--- src/common/uart_pkg.sv ---
package uart_pkg;

    // Frame format, fixed at 8N1
    localparam int DATA_BITS  = 8;
    localparam int OVERSAMPLE = 16;
    localparam int DIV_W      = 16;

    typedef logic [DATA_BITS-1:0] uart_byte_t;

    // Received byte with the stop bit check result on top
    typedef struct packed {
        logic       frame_err;
        uart_byte_t data;
    } rx_word_t;

    // Register map
    localparam logic [31:0] ADDR_DATA   = 32'h0;
    localparam logic [31:0] ADDR_STATUS = 32'h4;
    localparam logic [31:0] ADDR_DIV    = 32'h8;

    // STATUS bits
    localparam int STAT_TX_FULL    = 0;
    localparam int STAT_TX_EMPTY   = 1;
    localparam int STAT_RX_EMPTY   = 2;
    localparam int STAT_RX_OVERRUN = 3;
    localparam int STAT_FRAME_ERR  = 4;

endpackage

--- src/logic/sync_fifo.sv ---
module sync_fifo #(
    parameter type payload_t = logic [7:0],
    parameter int  DEPTH     = 4
) (
    input  logic     i_clk,
    input  logic     i_rst,
    input  logic     i_push,
    input  payload_t i_data,
    input  logic     i_pop,
    output payload_t o_data,
    output logic     o_full,
    output logic     o_empty
);

    localparam int PTR_W = $clog2(DEPTH);

    payload_t         mem [DEPTH];
    logic [PTR_W-1:0] wr_ptr;
    logic [PTR_W-1:0] rd_ptr;
    logic [PTR_W:0]   count;
    logic             do_push;
    logic             do_pop;

    assign do_push = i_push && !o_full;
    assign do_pop  = i_pop && !o_empty;

    always_ff @(posedge i_clk) begin
        if (do_push) begin
            mem[wr_ptr] <= i_data;
        end
    end

    // Pointers wrap on their own since DEPTH is a power of two
    always_ff @(posedge i_clk) begin
        if (i_rst) begin
            wr_ptr <= '0;
            rd_ptr <= '0;
            count  <= '0;
        end else begin
            if (do_push) begin
                wr_ptr <= wr_ptr + 1'b1;
            end
            if (do_pop) begin
                rd_ptr <= rd_ptr + 1'b1;
            end
            case ({do_push, do_pop})
                2'b10:   count <= count + 1'b1;
                2'b01:   count <= count - 1'b1;
                default: count <= count;
            endcase
        end
    end

    // Head of queue is always visible
    assign o_data  = mem[rd_ptr];
    assign o_full  = count == (PTR_W + 1)'(DEPTH);
    assign o_empty = count == '0;

endmodule

--- src/logic/baud_tick.sv ---
module baud_tick
    import uart_pkg::*;
(
    input  logic             i_clk,
    input  logic             i_rst,
    input  logic [DIV_W-1:0] i_div,
    output logic             o_tick
);

    logic [DIV_W-1:0] count;

    // Counts div down to zero, so one tick per div+1 cycles
    always_ff @(posedge i_clk) begin
        if (i_rst) begin
            count <= '0;
        end else if (count == '0) begin
            count <= i_div;
        end else begin
            count <= count - 1'b1;
        end
    end

    assign o_tick = count == '0;

endmodule

--- src/uart/uart_regs.sv ---
module uart_regs
    import uart_pkg::*;
#(
    parameter int CLK_FREQ  = 1600000,
    parameter int BAUD_RATE = 100000
) (
    input  logic             i_clk,
    input  logic             i_rst,
    input  logic             i_psel,
    input  logic             i_penable,
    input  logic             i_pwrite,
    input  logic [3:0]       i_paddr,
    input  logic [31:0]      i_pwdata,
    output logic [31:0]      o_prdata,
    output logic [DIV_W-1:0] o_div,
    output logic             o_tx_push,
    output uart_byte_t       o_tx_data,
    input  logic             i_tx_full,
    input  logic             i_tx_empty,
    output logic             o_rx_pop,
    input  rx_word_t         i_rx_data,
    input  logic             i_rx_empty,
    input  logic             i_rx_push,
    input  logic             i_rx_full
);

    localparam int DIV_RESET = CLK_FREQ / (BAUD_RATE * OVERSAMPLE) - 1;

    logic access;
    logic wr_en;
    logic rd_en;
    logic sel_data;
    logic sel_status;
    logic sel_div;
    logic overrun;
    logic frame_err;
    logic head_load;

    // Zero-wait APB, everything happens in the access phase
    assign access     = i_psel && i_penable;
    assign wr_en      = access && i_pwrite;
    assign rd_en      = access && !i_pwrite;
    assign sel_data   = i_paddr == ADDR_DATA[3:0];
    assign sel_status = i_paddr == ADDR_STATUS[3:0];
    assign sel_div    = i_paddr == ADDR_DIV[3:0];

    // Writes to a full TX FIFO are dropped
    assign o_tx_push = wr_en && sel_data && !i_tx_full;
    assign o_tx_data = i_pwdata[DATA_BITS-1:0];
    assign o_rx_pop  = rd_en && sel_data && !i_rx_empty;

    always_ff @(posedge i_clk) begin
        if (i_rst) begin
            o_div <= DIV_W'(DIV_RESET);
        end else if (wr_en && sel_div) begin
            o_div <= i_pwdata[DIV_W-1:0];
        end
    end

    // A new word shows at the FIFO head after a pop or a push into an empty FIFO
    always_ff @(posedge i_clk) begin
        if (i_rst) begin
            head_load <= 1'b0;
        end else begin
            head_load <= o_rx_pop || (i_rx_push && i_rx_empty);
        end
    end

    // Sticky flags, a set in the same cycle wins over the clear
    always_ff @(posedge i_clk) begin
        if (i_rst) begin
            overrun   <= 1'b0;
            frame_err <= 1'b0;
        end else begin
            if (wr_en && sel_status && i_pwdata[STAT_RX_OVERRUN]) begin
                overrun <= 1'b0;
            end
            if (wr_en && sel_status && i_pwdata[STAT_FRAME_ERR]) begin
                frame_err <= 1'b0;
            end
            if (i_rx_push && i_rx_full) begin
                overrun <= 1'b1;
            end
            if (head_load && !i_rx_empty && i_rx_data.frame_err) begin
                frame_err <= 1'b1;
            end
        end
    end

    always_comb begin
        o_prdata = '0;
        if (sel_data) begin
            if (!i_rx_empty) begin
                o_prdata[$bits(rx_word_t)-1:0] = i_rx_data;
            end
        end else if (sel_status) begin
            o_prdata[STAT_TX_FULL]    = i_tx_full;
            o_prdata[STAT_TX_EMPTY]   = i_tx_empty;
            o_prdata[STAT_RX_EMPTY]   = i_rx_empty;
            o_prdata[STAT_RX_OVERRUN] = overrun;
            o_prdata[STAT_FRAME_ERR]  = frame_err;
        end else if (sel_div) begin
            o_prdata[DIV_W-1:0] = o_div;
        end
    end

endmodule

--- src/uart/uart_tx.sv ---
module uart_tx
    import uart_pkg::*;
(
    input  logic       i_clk,
    input  logic       i_rst,
    input  logic       i_tick,
    input  logic       i_empty,
    input  uart_byte_t i_data,
    output logic       o_pop,
    output logic       o_tx
);

    localparam int FRAME_BITS = DATA_BITS + 2;
    localparam int TICK_W     = $clog2(OVERSAMPLE);
    localparam int BIT_W      = $clog2(FRAME_BITS + 1);

    typedef enum logic {
        TX_IDLE,
        TX_SEND
    } state_t;

    state_t                state;
    logic [FRAME_BITS-1:0] shift_reg;
    logic [TICK_W-1:0]     tick_cnt;
    logic [BIT_W-1:0]      bit_cnt;
    logic                  tx;
    logic                  bit_start;
    logic                  frame_end;

    assign bit_start = state == TX_SEND && i_tick && tick_cnt == '0;
    assign frame_end = state == TX_SEND && i_tick
                       && tick_cnt == TICK_W'(OVERSAMPLE - 1)
                       && bit_cnt == BIT_W'(FRAME_BITS);

    // Pop when idle, or at the last tick of a stop bit for back-to-back frames
    assign o_pop = !i_empty && (state == TX_IDLE || frame_end);

    // Stop, data LSB first, start
    always_ff @(posedge i_clk) begin
        if (o_pop) begin
            shift_reg <= {1'b1, i_data, 1'b0};
        end else if (bit_start) begin
            shift_reg <= shift_reg >> 1;
        end
    end

    always_ff @(posedge i_clk) begin
        if (i_rst) begin
            state    <= TX_IDLE;
            tick_cnt <= '0;
            bit_cnt  <= '0;
            tx       <= 1'b1;
        end else begin
            case (state)
                TX_IDLE: begin
                    tick_cnt <= '0;
                    bit_cnt  <= '0;
                    if (o_pop) begin
                        state <= TX_SEND;
                    end
                end
                TX_SEND: begin
                    if (i_tick) begin
                        tick_cnt <= tick_cnt + 1'b1;
                    end
                    if (bit_start) begin
                        tx      <= shift_reg[0];
                        bit_cnt <= bit_cnt + 1'b1;
                    end
                    if (frame_end) begin
                        bit_cnt <= '0;
                        if (!o_pop) begin
                            state <= TX_IDLE;
                        end
                    end
                end
                default: state <= TX_IDLE;
            endcase
        end
    end

    assign o_tx = tx;

endmodule

--- src/uart/uart_rx.sv ---
module uart_rx
    import uart_pkg::*;
(
    input  logic     i_clk,
    input  logic     i_rst,
    input  logic     i_tick,
    input  logic     i_rx,
    output logic     o_push,
    output rx_word_t o_data
);

    localparam int TICK_W = $clog2(OVERSAMPLE);
    localparam int BIT_W  = $clog2(DATA_BITS + 1);

    typedef enum logic [1:0] {
        RX_IDLE,
        RX_START,
        RX_DATA,
        RX_STOP
    } state_t;

    state_t            state;
    logic              rx_meta;
    logic              rx_sync;
    logic              rx_prev;
    logic [TICK_W-1:0] tick_cnt;
    logic [BIT_W-1:0]  bit_cnt;
    uart_byte_t        shift_reg;
    logic              sample;

    // Two-flop synchronizer plus one more stage for edge detection
    always_ff @(posedge i_clk) begin
        if (i_rst) begin
            rx_meta <= 1'b1;
            rx_sync <= 1'b1;
            rx_prev <= 1'b1;
        end else begin
            rx_meta <= i_rx;
            rx_sync <= rx_meta;
            rx_prev <= rx_sync;
        end
    end

    // Half a bit after the start edge, then a full bit between samples
    assign sample = i_tick
                    && tick_cnt == (state == RX_START ? TICK_W'(OVERSAMPLE / 2 - 1)
                                                      : TICK_W'(OVERSAMPLE - 1));

    always_ff @(posedge i_clk) begin
        if (i_rst) begin
            state    <= RX_IDLE;
            tick_cnt <= '0;
            bit_cnt  <= '0;
            o_push   <= 1'b0;
        end else begin
            o_push <= 1'b0;
            if (i_tick) begin
                tick_cnt <= tick_cnt + 1'b1;
            end
            case (state)
                RX_IDLE: begin
                    tick_cnt <= '0;
                    bit_cnt  <= '0;
                    if (rx_prev && !rx_sync) begin
                        state <= RX_START;
                    end
                end
                RX_START: begin
                    if (sample) begin
                        tick_cnt <= '0;
                        // Glitch, not a start bit
                        state <= rx_sync ? RX_IDLE : RX_DATA;
                    end
                end
                RX_DATA: begin
                    if (sample) begin
                        tick_cnt <= '0;
                        bit_cnt  <= bit_cnt + 1'b1;
                        if (bit_cnt == BIT_W'(DATA_BITS - 1)) begin
                            state <= RX_STOP;
                        end
                    end
                end
                RX_STOP: begin
                    if (sample) begin
                        o_push <= 1'b1;
                        state  <= RX_IDLE;
                    end
                end
                default: state <= RX_IDLE;
            endcase
        end
    end

    always_ff @(posedge i_clk) begin
        if (state == RX_DATA && sample) begin
            shift_reg <= {rx_sync, shift_reg[DATA_BITS-1:1]};
        end
        if (state == RX_STOP && sample) begin
            o_data.data      <= shift_reg;
            o_data.frame_err <= !rx_sync;
        end
    end

endmodule

--- src/uart/uart_top.sv ---
module uart_top
    import uart_pkg::*;
#(
    parameter int CLK_FREQ   = 1600000,
    parameter int BAUD_RATE  = 100000,
    parameter int FIFO_DEPTH = 4
) (
    input  logic        i_clk,
    input  logic        i_rst,
    input  logic        i_psel,
    input  logic        i_penable,
    input  logic        i_pwrite,
    input  logic [3:0]  i_paddr,
    input  logic [31:0] i_pwdata,
    output logic [31:0] o_prdata,
    output logic        o_tx,
    input  logic        i_rx
);

    logic [DIV_W-1:0] div;
    logic             tick;
    logic             tx_push;
    uart_byte_t       tx_wdata;
    logic             tx_pop;
    uart_byte_t       tx_rdata;
    logic             tx_full;
    logic             tx_empty;
    logic             rx_push;
    rx_word_t         rx_wdata;
    logic             rx_pop;
    rx_word_t         rx_rdata;
    logic             rx_full;
    logic             rx_empty;

    uart_regs #(
        .CLK_FREQ (CLK_FREQ),
        .BAUD_RATE(BAUD_RATE)
    ) regs_i (
        .i_clk     (i_clk),
        .i_rst     (i_rst),
        .i_psel    (i_psel),
        .i_penable (i_penable),
        .i_pwrite  (i_pwrite),
        .i_paddr   (i_paddr),
        .i_pwdata  (i_pwdata),
        .o_prdata  (o_prdata),
        .o_div     (div),
        .o_tx_push (tx_push),
        .o_tx_data (tx_wdata),
        .i_tx_full (tx_full),
        .i_tx_empty(tx_empty),
        .o_rx_pop  (rx_pop),
        .i_rx_data (rx_rdata),
        .i_rx_empty(rx_empty),
        .i_rx_push (rx_push),
        .i_rx_full (rx_full)
    );

    baud_tick tick_i (
        .i_clk (i_clk),
        .i_rst (i_rst),
        .i_div (div),
        .o_tick(tick)
    );

    sync_fifo #(
        .payload_t(uart_byte_t),
        .DEPTH    (FIFO_DEPTH)
    ) tx_fifo (
        .i_clk  (i_clk),
        .i_rst  (i_rst),
        .i_push (tx_push),
        .i_data (tx_wdata),
        .i_pop  (tx_pop),
        .o_data (tx_rdata),
        .o_full (tx_full),
        .o_empty(tx_empty)
    );

    uart_tx tx_i (
        .i_clk  (i_clk),
        .i_rst  (i_rst),
        .i_tick (tick),
        .i_empty(tx_empty),
        .i_data (tx_rdata),
        .o_pop  (tx_pop),
        .o_tx   (o_tx)
    );

    uart_rx rx_i (
        .i_clk (i_clk),
        .i_rst (i_rst),
        .i_tick(tick),
        .i_rx  (i_rx),
        .o_push(rx_push),
        .o_data(rx_wdata)
    );

    sync_fifo #(
        .payload_t(rx_word_t),
        .DEPTH    (FIFO_DEPTH)
    ) rx_fifo (
        .i_clk  (i_clk),
        .i_rst  (i_rst),
        .i_push (rx_push),
        .i_data (rx_wdata),
        .i_pop  (rx_pop),
        .o_data (rx_rdata),
        .o_full (rx_full),
        .o_empty(rx_empty)
    );

endmodule

--- config.mk ---
export PLATFORM = sky130hd
export DESIGN_NAME = uart_top
export DESIGN_NICKNAME = d
export VERILOG_FILES = /design/src/common/uart_pkg.sv /design/src/logic/sync_fifo.sv /design/src/logic/baud_tick.sv /design/src/uart/uart_regs.sv /design/src/uart/uart_tx.sv /design/src/uart/uart_rx.sv /design/src/uart/uart_top.sv
export SDC_FILE = /design/constraint.sdc
export NUM_CORES = 1
export LEC_CHECK = 0
export ABC_CLOCK_PERIOD_IN_PS = 6100
export BUFFER_PORTS_ARGS = -buffer_cell sky130_fd_sc_hd__buf_2
export CORE_MARGIN = 3
export CORE_UTILIZATION = 25
export CTS_CLUSTER_DIAMETER = 30
export DETAILED_ROUTE_END_ITERATION = 12
export MAX_ROUTING_LAYER = met4
export PLACE_DENSITY_LB_ADDON = 0.3
export SYNTH_ARGS = -nofsm -noshare
export SYNTH_HDL_FRONTEND = slang
export SYNTH_SLANG_ARGS = --single-unit
--- constraint.sdc ---
create_clock -name i_clk -period 6.1 [get_ports i_clk]
set_input_delay 0.915 -clock i_clk [delete_from_list [all_inputs] [get_ports i_clk]]
set_output_delay 0.915 -clock i_clk [all_outputs]
set_load 0.03 [all_outputs]
### Word-level counts from Yosys, hierarchy flattened

Memories as Yosys holds them, arrays and structs flattened. A register that Yosys moved wholly into a read port is not among the register bits.
Cells that the tools add are included.

| word-level totals | value |
|---|---|
| logic and storage cells | 164 |
| input port bits | 42 |
| memory bits (writable) | 68 |
| flip-flop bits (word level) | 100 |
| memories | 2 |

Memory list:

| name | depth | width | read ports | clocked after memory_dff | write ports | line | RTL |
|---|---|---|---|---|---|---|---|
| rx_fifo.mem | 4 | 9 | 1 | 1 | 1 | sync_fifo.sv:17 | `payload_t mem [DEPTH];` |
| tx_fifo.mem | 4 | 8 | 1 | 1 | 1 | sync_fifo.sv:17 |  |

| operators by class | value |
|---|---|
| bitwise gates (word level) | 2 |
| muxes and demuxes | 45 |
| eq/ne operators | 22 |
| reduce and logical (&&, ||, !) cells | 53 |
| add/sub/neg operators | 13 |

Operators with widths:

| kind | number |
|---|---|
| $mux 9 | 4 |
| $mux 16 | 2 |
| $pmux 4 s2 | 4 |
| $logic_and 1x1->1 | 28 |
| $mux 4 | 7 |
| $mux 2 | 10 |
| $add 4x1->4 const B | 4 |
| $logic_not 16->1 | 1 |
| $sub 16x1->16 const B | 1 |
| $eq 4x4->1 const B | 3 |
| $ne 2x1->1 const B | 6 |
| $pmux 3 s2 | 2 |
| $reduce_bool 2->1 | 6 |
| $mux 1 | 11 |
| $mux 11 | 1 |
| $add 2x1->2 const B | 4 |
| $eq 2x2->1 const B | 4 |
| $eq 4x3->1 const B | 2 |
| $logic_not 4->1 | 2 |
| $pmux 2 s4 | 1 |
| $mux 7 | 1 |
| $add 3x1->3 const B | 2 |
| $eq 2x1->1 const B | 3 |
| $eq 3x3->1 const B | 2 |
| other kinds (13) | 24 |

### Depth between registers and ports, before layout

Gate-level depths: netlist of run 1.

| logic depth | value |
|---|---|
| word-level depth | 9 |
| depth in mapped cells | 13 |

### Hierarchy

A second synthesis of run 1 with hierarchy kept.

| unflattened totals | value |
|---|---|
| cell total of the unflattened synthesis | 630 |
| area, all modules | 7744.9 µm² |

Modules (own cells, without submodules):

| module | instances | area an instance (µm²) | cells each |
|---|---|---|---|
| sync_fifo at rx_fifo | 1 | 1778.0 | 101 |
| sync_fifo at tx_fifo | 1 | 1635.3 | 96 |
| uart_regs | 1 | 1278.7 | 145 |
| uart_rx | 1 | 1229.9 | 96 |
| uart_tx | 1 | 925.9 | 84 |
| baud_tick | 1 | 897.1 | 108 |

### Worst setup path before layout of run 1

Ideal clock, no wire load.

| path | value |
|---|---|
| path kind | input -> register |
| start | input port i_paddr[1] |
| end | register rx_fifo.count[2] |
| cell stages on the path | 8 |
| data arrival time | 3137 ps |
| setup time | 70 ps |
| path buffers | 0 |
| slack | 2893 ps |
| path through | or4_1 > nor4_2 > ha_1 > inv_1 > fa_1 > xor2_1 > or3_1 > a21oi_1 |

| between the ends | value |
|---|---|
| longest elaborated chain between the ends | 6 |

RTL lines:

| element | line | RTL |
|---|---|---|
| start: declaration | uart_top.sv:13 | `input logic [3:0] i_paddr,` |
| $logic_not 4->1 (*) | uart_regs.sv:43 | `assign sel_data = i_paddr == ADDR_DATA[3:0];` |
| $logic_and 1x1->1 (*) (2 in series) | uart_regs.sv:50 | `assign o_rx_pop = rd_en && sel_data && !i_rx_empty;` |
| $logic_and 1x1->1 (*) | sync_fifo.sv:25 | `assign do_pop = i_pop && !o_empty;` |
| net rx_fifo.do_pop | sync_fifo.sv:22 | `logic do_pop;` |
| $eq 2x1->1 or $eq 2x2->1 (tied branches) | sync_fifo.sv:46 | `case ({do_push, do_pop})` |
| $pmux 3 s2 or $reduce_bool 2->1 (tied branches) | n/a |  |
| end signal: assignment | sync_fifo.sv:47 | `2'b10: count <= count + 1'b1;` |
| end signal: assignment | sync_fifo.sv:48 | `2'b01: count <= count - 1'b1;` |
| end signal: assignment | sync_fifo.sv:49 | `default: count <= count;` |
| end: declaration | sync_fifo.sv:20 | `logic [PTR_W:0] count;` |

The timed path passes the listed nets; every way through them passes the cells marked *.
A chain may end at the register's enable or synchronous reset.

### Worst setup path after layout of run 1

| path | value |
|---|---|
| start | register tick_i.count[0] |
| end | register tx_fifo.count[2] |

| between the ends | value |
|---|---|
| longest elaborated chain between the ends | 9 |

RTL lines:

| element | line | RTL |
|---|---|---|
| start: declaration | baud_tick.sv:10 | `logic [DIV_W-1:0] count;` |
| start signal: assignment | baud_tick.sv:17 | `count <= i_div;` |
| start signal: assignment | baud_tick.sv:19 | `count <= count - 1'b1;` |
| $logic_not 16->1 (*) | baud_tick.sv:23 | `assign o_tick = count == '0;` |
| $logic_and 1x1->1 (*) | uart_tx.sv:31 | `assign frame_end = state == TX_SEND && i_tick` |
| $logic_and 1x1->1 (*) | uart_tx.sv:32 | `&& tick_cnt == TICK_W'(OVERSAMPLE - 1)` |
| $logic_and 1x1->1 (*) | uart_tx.sv:33 | `&& bit_cnt == BIT_W'(FRAME_BITS);` |
| $logic_or 1x1->1 (*) | uart_tx.sv:36 | `assign o_pop = !i_empty && (state == TX_IDLE \|\| frame_end);` |
| $logic_and 1x1->1 (*) | uart_tx.sv:36 |  |
| $logic_and 1x1->1 (*) | sync_fifo.sv:25 |  |
| net tx_fifo.do_pop | sync_fifo.sv:22 |  |
| $eq 2x1->1 or $eq 2x2->1 (tied branches) | sync_fifo.sv:46 |  |
| $pmux 3 s2 or $reduce_bool 2->1 (tied branches) | n/a |  |
| end signal: assignment | sync_fifo.sv:47 |  |
| end signal: assignment | sync_fifo.sv:48 |  |
| end signal: assignment | sync_fifo.sv:49 |  |
| end: declaration | sync_fifo.sv:20 |  |

Marks and branches as above.

==> metrics.csv, run 1 <==
stage,metric,value,unit
outcome,status,"complete, no violations",
synthesis,syn avg cell area,11.9,um^2
critical_path,startpoint types,flop,
cts,Setup Buffers After CTS,0,
cts,worst-skew pair later-pin latency,0.42,ns
drt,DRT Pass-1 Iters,4,
drt,via count,4529,
global_route,GR Util All Layers,0.105,
cells_and_area,biggest regs,"rx_fifo.mem: 36 flops, tx_fifo.mem: 32 flops",
power_and_ir_drop,Sw Pwr,0.870,mW
critical_path,crit-path max FO,18,
synthesis,most frequent cells after synthesis,"edfxtp_1, dfxtp_1, nand2_1",
synthesis,ys async rst share,0,
global_route,global-route wire length before repair,24.6,mm
global_route,initial antenna violation count,0,
synthesis,Yosys warning count,0,
timing,Final period util,0.623,
cts,H-Tree Depth,4,
drt,DRC viols,0,
job,Max Cap Violations,0,
power_and_ir_drop,clock share of power,0.357,
cells_and_area,final core occ,0.294,
cells_and_area,"Most flops, register",rx_fifo.mem,
timing,Total Neg Setup Slack,0,ns
placed_design,port bufs,42,
synthesis,largest area contributor in the netlist,edfxtp_1,
synthesis,Syn Inst Count,617,
drt,DR WL/cell,14.6,um
timing,endpoints failing setup,0,
timing,Max Fclk,0.263,GHz
power_and_ir_drop,share of power burned in registers,0.453,
global_route,largest net degree at the start of global routing,54,
drt,Vias per Instance,4.31,
synthesis,"Cell Area, Synth",7320,um^2
floorplanning,Site Rows,62,
placed_design,post-DP HPWL,10.6,mm
critical_path,Worst setup EP type,flop,
power_and_ir_drop,Gate power share,0.190,
cells_and_area,Ant. Diodes,0,
synthesis,"top cells by area, synth","edfxtp_1, dfxtp_1, mux4_2, ha_1, nand2_1",
timing,final worst slack,2.30,ns
placed_design,global placement routability congestion,0.734,
cts,Resized cells post-CTS,0,
synthesis,most frequent cell after synthesis,edfxtp_1,
power_and_ir_drop,PD cells,362,nW/um^2
drt,"antenna viol nets, final",0,
cells_and_area,Finished Layout Cells,1052,
cts,TritonCTS clock tree,yes,
floorplanning,Die H,177,um
critical_path,WP data required,6.45,ns
cts,Sink Count,172,
timing,minimum hold slack,0.414,ns
global_route,grt ovf,0,
synthesis,main flop type after synthesis,edfxtp_1,
timing,min cycle time layout,3.80,ns
timing,unrepaired setup endpoints after global routing,false,
power_and_ir_drop,switching power share of the total,0.284,
critical_path,crit path DAT,4.16,ns
timing,Slew Limit Headroom,0.440,
synthesis,post-synthesis sequential area ratio,0.597,
power_and_ir_drop,leakage,2.91,nW
power_and_ir_drop,worst-case vdd ir drop,0.222,mV
timing,Final Hold Vio Count,0,
cts,CTS Hold Bufs,0,
synthesis,Synth cell types,58,
floorplanning,die area,31400,um^2
drt,Post-Route WL,15.3,mm
placed_design,pre-CTS setup slack,2.27,ns
cts,Clock Path Buffers,2,
cells_and_area,nets@finish,722,
synthesis,"EDFF count, synth",93,
cells_and_area,Filler Cells Inserted,2989,
placed_design,dpl cells,1020,
cells_and_area,max FFs per register,36,
power_and_ir_drop,Tot Pwr,3.07,mW
synthesis,"flops & latches, synth",172,
critical_path,CP Class,reg -> reg,
global_route,vias in the first global route,4485,
cts,"CTS clk-pin slew, worst paths",0.07,ns
cells_and_area,share of cells above drive strength 1,0.154,
floorplanning,core area,28800,um^2
cells_and_area,design area,8470,um^2
drt,Iteration-0 DRC Markers,243,
timing,Worst-Margin Slew,0.837,ns
cts,CTS Buf Count,17,
floorplanning,# IOs,75,
floorplanning,Initial Util,0.254,
worst_hold_path,Worst Hold Class,reg -> reg,
placed_design,Placed Area,7870,um^2
synthesis,top cell type's share of synthesized area,0.381,
power_and_ir_drop,P_int,2.20,mW
floorplanning,die width,177,um
timing,Clock Skew,0.00852,ns
cts,clk root buf,clkbuf_16,
cells_and_area,synthesis-to-layout area growth,15.6,%
timing,final slew viol count,0,
[cell usage in the layout, fill, tap and decap left out, types with 5 or more instances in the layout]
| cell | instances |
|---|---|
| mux4_2 | 17 |
| nor3_1 | 9 |
| and2_1 | 17 |
| ha_1 | 23 |
| or3_1 | 6 |
| nand3_1 | 10 |
| buf_2 | 42 |
| a211oi_1 | 10 |
| a21oi_1 | 38 |
| conb_1 | 16 |
| clkbuf_16 | 17 |
| nand2_1 | 65 |
| nor2b_1 | 8 |
| xor2_1 | 11 |
| o21ai_0 | 13 |
| and3_1 | 5 |
| a22o_1 | 12 |
| xnor2_1 | 15 |
| inv_1 | 27 |
| dfxtp_1 | 79 |
| nor2_1 | 51 |
| edfxtp_1 | 93 |
| clkinvlp_4 | 5 |
| nor4_1 | 8 |
[worst max-delay path: stages (launching register included)]
cell and delay [ns]:
dfxtp_1 0.33, inv_1 0.08, ha_1 0.14, nor4b_1 0.48, and4_1 0.77, a31oi_1 0.36, clkinv_1 0.31, ha_1 0.24
inv_1 0.06, fa_1 0.37, xor2_1 0.15, or3_1 0.30, a21oi_1 0.14
[power groups by stage]
stage / sequential, mW / combinational [mW] / clock (mW)
4_1_cts: 1.39 / 0.589 / 1.13
2_1_floorplan: 1.38 / 0.490 / 0
6_report: 1.39 / 0.583 / 1.10
3_3_place_gp: 1.41 / 0.581 / 0
3_5_place_dp: 1.41 / 0.584 / 0
5_1_grt: 1.40 / 0.657 / 1.18
[cell families (layout without fill, tap and decap cells)]
family / count (synthesis) / count (layout) / synth area share
flops: 172 / 172 / 0.597
xor+xnor: 26 / 26 / 0.0311
other cells: 1 / 16 / 0.000512
compound gates: 97 / 97 / 0.0858
fa+ha+maj: 25 / 25 / 0.0448
mux: 19 / 19 / 0.0550
buf+inv: 70 / 106 / 0.0463
simple gates: 207 / 207 / 0.139
[path summary, 6_finish.rpt]
| kind | slack (ns) | to | depth (start not counted) | from |
|---|---|---|---|---|
| hold / removal | 0.41 | rx_i.rx_sync$_SDFF_PP1_ | 1 | rx_i.rx_meta$_SDFF_PP1_ |
| setup / recovery | 2.30 | tx_fifo.count[2]$_SDFFE_PP0P_ | 12 | tick_i.count[0]$_SDFF_PP0_ |
| setup reg to reg | 2.30 | tx_fifo.count[2]$_SDFFE_PP0P_ | 12 | tick_i.count[0]$_SDFF_PP0_ |
| hold reg to reg | 0.41 | rx_i.rx_sync$_SDFF_PP1_ | 1 | rx_i.rx_meta$_SDFF_PP1_ |
[layer usage]
layer / track usage / vias up / share of wire
met3: 0.0238 / 18 / 0.033
met5: - / - / 0
met1: 0.132 / 2198 / 0.46
li1: - / 2254 / -
met4: 0.0350 / 0 / 0.016
met2: 0.168 / 59 / 0.49
[cell type report]
class	count	area, um^2	area share
tap	384	480	0.0567
timing repair buffer	46	240	0.0284
multi-input combinational	390	2670	0.315
sequential	172	4370	0.517
clock inverter	13	168	0.0198
clock buffer	19	433	0.0511
inverter	28	105	0.0124
Power figures use the tool's default switching activity.
==> run 2, diff against run 1 <==
- ABC_CLOCK_PERIOD_IN_PS: 6100 -> 3300
- clock period: 6.1 -> 3.3 ns (I/O delays scaled with it)
==> metrics.csv, run 2 (same netlist as run 1, synthesis figures left out) <==
stage,metric,value,unit,change
global_route,grt ovf,0,,unchanged
drt,Vias per Instance,4.28,,-0.66%
timing,Worst-Margin Slew,0.810,ns,-0.0275 ns
cts,TritonCTS clock tree,yes,,
critical_path,crit path DAT,2.35,ns,-1.81 ns
cts,clk root buf,clkbuf_16,,
global_route,global-route wire length before repair,24.7,mm,+0.65%
cells_and_area,"Most flops, register",rx_fifo.mem,,
cts,CTS Buf Count,17,,unchanged
drt,Post-Route WL,15.4,mm,+0.72%
floorplanning,Initial Util,0.254,,unchanged
timing,Max Fclk,0.351,GHz,
timing,Final period util,0.863,,
timing,final slew viol count,0,,unchanged
power_and_ir_drop,worst-case vdd ir drop,0.372,mV,+67%
global_route,initial antenna violation count,0,,unchanged
floorplanning,die area,31400,um^2,unchanged
cells_and_area,share of cells above drive strength 1,0.166,,+0.0122
timing,Total Neg Setup Slack,0,ns,unchanged
job,Max Cap Violations,0,,unchanged
floorplanning,Die H,177,um,unchanged
cts,"CTS clk-pin slew, worst paths",0.07,ns,about the same
drt,via count,4546,,+0.38%
critical_path,r2r setup slk,0.60,ns,-1.70 ns
critical_path,Worst setup EP type,output port,,
timing,min cycle time layout,2.85,ns,
cts,CTS Hold Bufs,0,,unchanged
cts,Sink Count,172,,unchanged
global_route,vias in the first global route,4558,,+1.6%
floorplanning,die width,177,um,unchanged
timing,Final Hold Vio Count,0,,unchanged
drt,DR WL/cell,14.5,um,-0.33%
timing,unrepaired setup endpoints after global routing,false,,
cells_and_area,Ant. Diodes,0,,unchanged
cells_and_area,biggest regs,"rx_fifo.mem: 36 flops, tx_fifo.mem: 32 flops",,
cts,Setup Buffers After CTS,0,,unchanged
power_and_ir_drop,PD cells,656,nW/um^2,+81%
timing,Slew Limit Headroom,0.460,,+0.0204
cts,worst-skew pair later-pin latency,0.43,ns,about the same
timing,endpoints failing setup,0,,unchanged
cells_and_area,nets@finish,733,,+1.5%
drt,DRC viols,0,,unchanged
cells_and_area,max FFs per register,36,,unchanged
floorplanning,# IOs,75,,unchanged
drt,Iteration-0 DRC Markers,211,,-13%
critical_path,WP data required,2.80,ns,-3.65 ns
placed_design,post-DP HPWL,10.8,mm,+2.0%
critical_path,crit-path max FO,9,,-9
floorplanning,core area,28800,um^2,unchanged
global_route,largest net degree at the start of global routing,29,,-46%
placed_design,global placement routability congestion,0.715,,-2.6%
placed_design,port bufs,42,,unchanged
drt,"antenna viol nets, final",0,,unchanged
global_route,GR Util All Layers,0.107,,+0.00152
floorplanning,Site Rows,62,,unchanged
power_and_ir_drop,leakage,2.97,nW,+2.1%
cts,H-Tree Depth,4,,unchanged
outcome,status,"complete, no violations",,
cells_and_area,synthesis-to-layout area growth,16.2,%,
worst_hold_path,Worst Hold Class,in -> reg,,
cts,Clock Path Buffers,2,,unchanged
cells_and_area,"most common cell after layout, fill and taps aside",edfxtp_1,,
critical_path,startpoint types,flop,,
timing,Clock Skew,0.0155,ns,+0.00694 ns
drt,DRT Pass-1 Iters,5,,+1
cells_and_area,final core occ,0.296,,+0.00143
cts,Resized cells post-CTS,0,,unchanged
critical_path,CP Class,reg -> out,,
cells_and_area,most frequent cells in the layout,"edfxtp_1, dfxtp_1, nand2_1",,
## run 2: cell types whose count changed in the layout (fill, tap and decap cells not counted)
cell / previous run / this run
clkinvlp_4: 5 / 1
bufinv_16: 3 / 0
clkinv_4: 3 / 2
clkbuf_8: 0 / 1
clkinv_2: 1 / 3
inv_6: 1 / 0
clkbuf_16: 17 / 19
inv_4: 0 / 3
buf_4: 4 / 15
inv_1: 27 / 28
## run 2: area by class of cell
cell class	count	area [um^2]
well taps	384	480
fillers	2960	20300
repair buffers	57	323
clock buffers	22	497
clock inverters	10	62.6
flip-flops and latches	172	4370
inverters	28	105
multi-input cells	390	2670
## run 2: power breakdown
| part | total (mW) | internal (mW) | switching [mW] |
|---|---|---|---|
| sequential | 2.56 | 2.42 | 0.141 |
| clock | 1.88 | 1.07 | 0.811 |
| combinational | 1.14 | 0.487 | 0.653 |
| total | 5.59 | 3.98 | 1.61 |
## run 2: metrics by stage
step / worst slack [ns] / hold slack (ns) / area, um^2 / std cells / total power, mW
6_report: 0.452 / 0.246 / 8510 / 1063 / 5.59
5_1_grt: 0.279 / 0.225 / 8510 / 1063 / 5.92
4_1_cts: 0.331 / 0.224 / 8510 / 1063 / 5.67
3_5_place_dp: 0.327 / 0.396 / 7950 / 1031 / 3.75
3_3_place_gp: 0.368 / 0.402 / 7950 / 1031 / 3.74
2_1_floorplan: 0.513 / 0.389 / 7380 / 632 / 3.46
## run 2: metal layers
metal	GRT usage	vias up	wire [um]
met5	-	-	0
met4	0.0295	0	142
met3	0.0300	10	602
met2	0.169	72	7610
met1	0.134	2194	7100
li1	-	2270	-
## run 2: worst paths after layout
kind,cells after the start,startpoint,to
worst min-delay path,2,i_rx,rx_i.rx_meta$_SDFF_PP1_
worst max-delay path,4,flop,o_prdata[1]
worst max register to register,12,tx_i.bit_cnt[0]$_SDFFE_PP0P_,tx_fifo.count[2]$_SDFFE_PP0P_
worst min register to register,1,rx_i.rx_meta$_SDFF_PP1_,rx_i.rx_sync$_SDFF_PP1_
## run 2: worst max-delay path, cell delays in order, from the launching register on
cell	delay, ns
dfxtp_1	0.73
mux4_2	0.59
a222oi_1	0.35
inv_1	0.07
buf_2	0.18
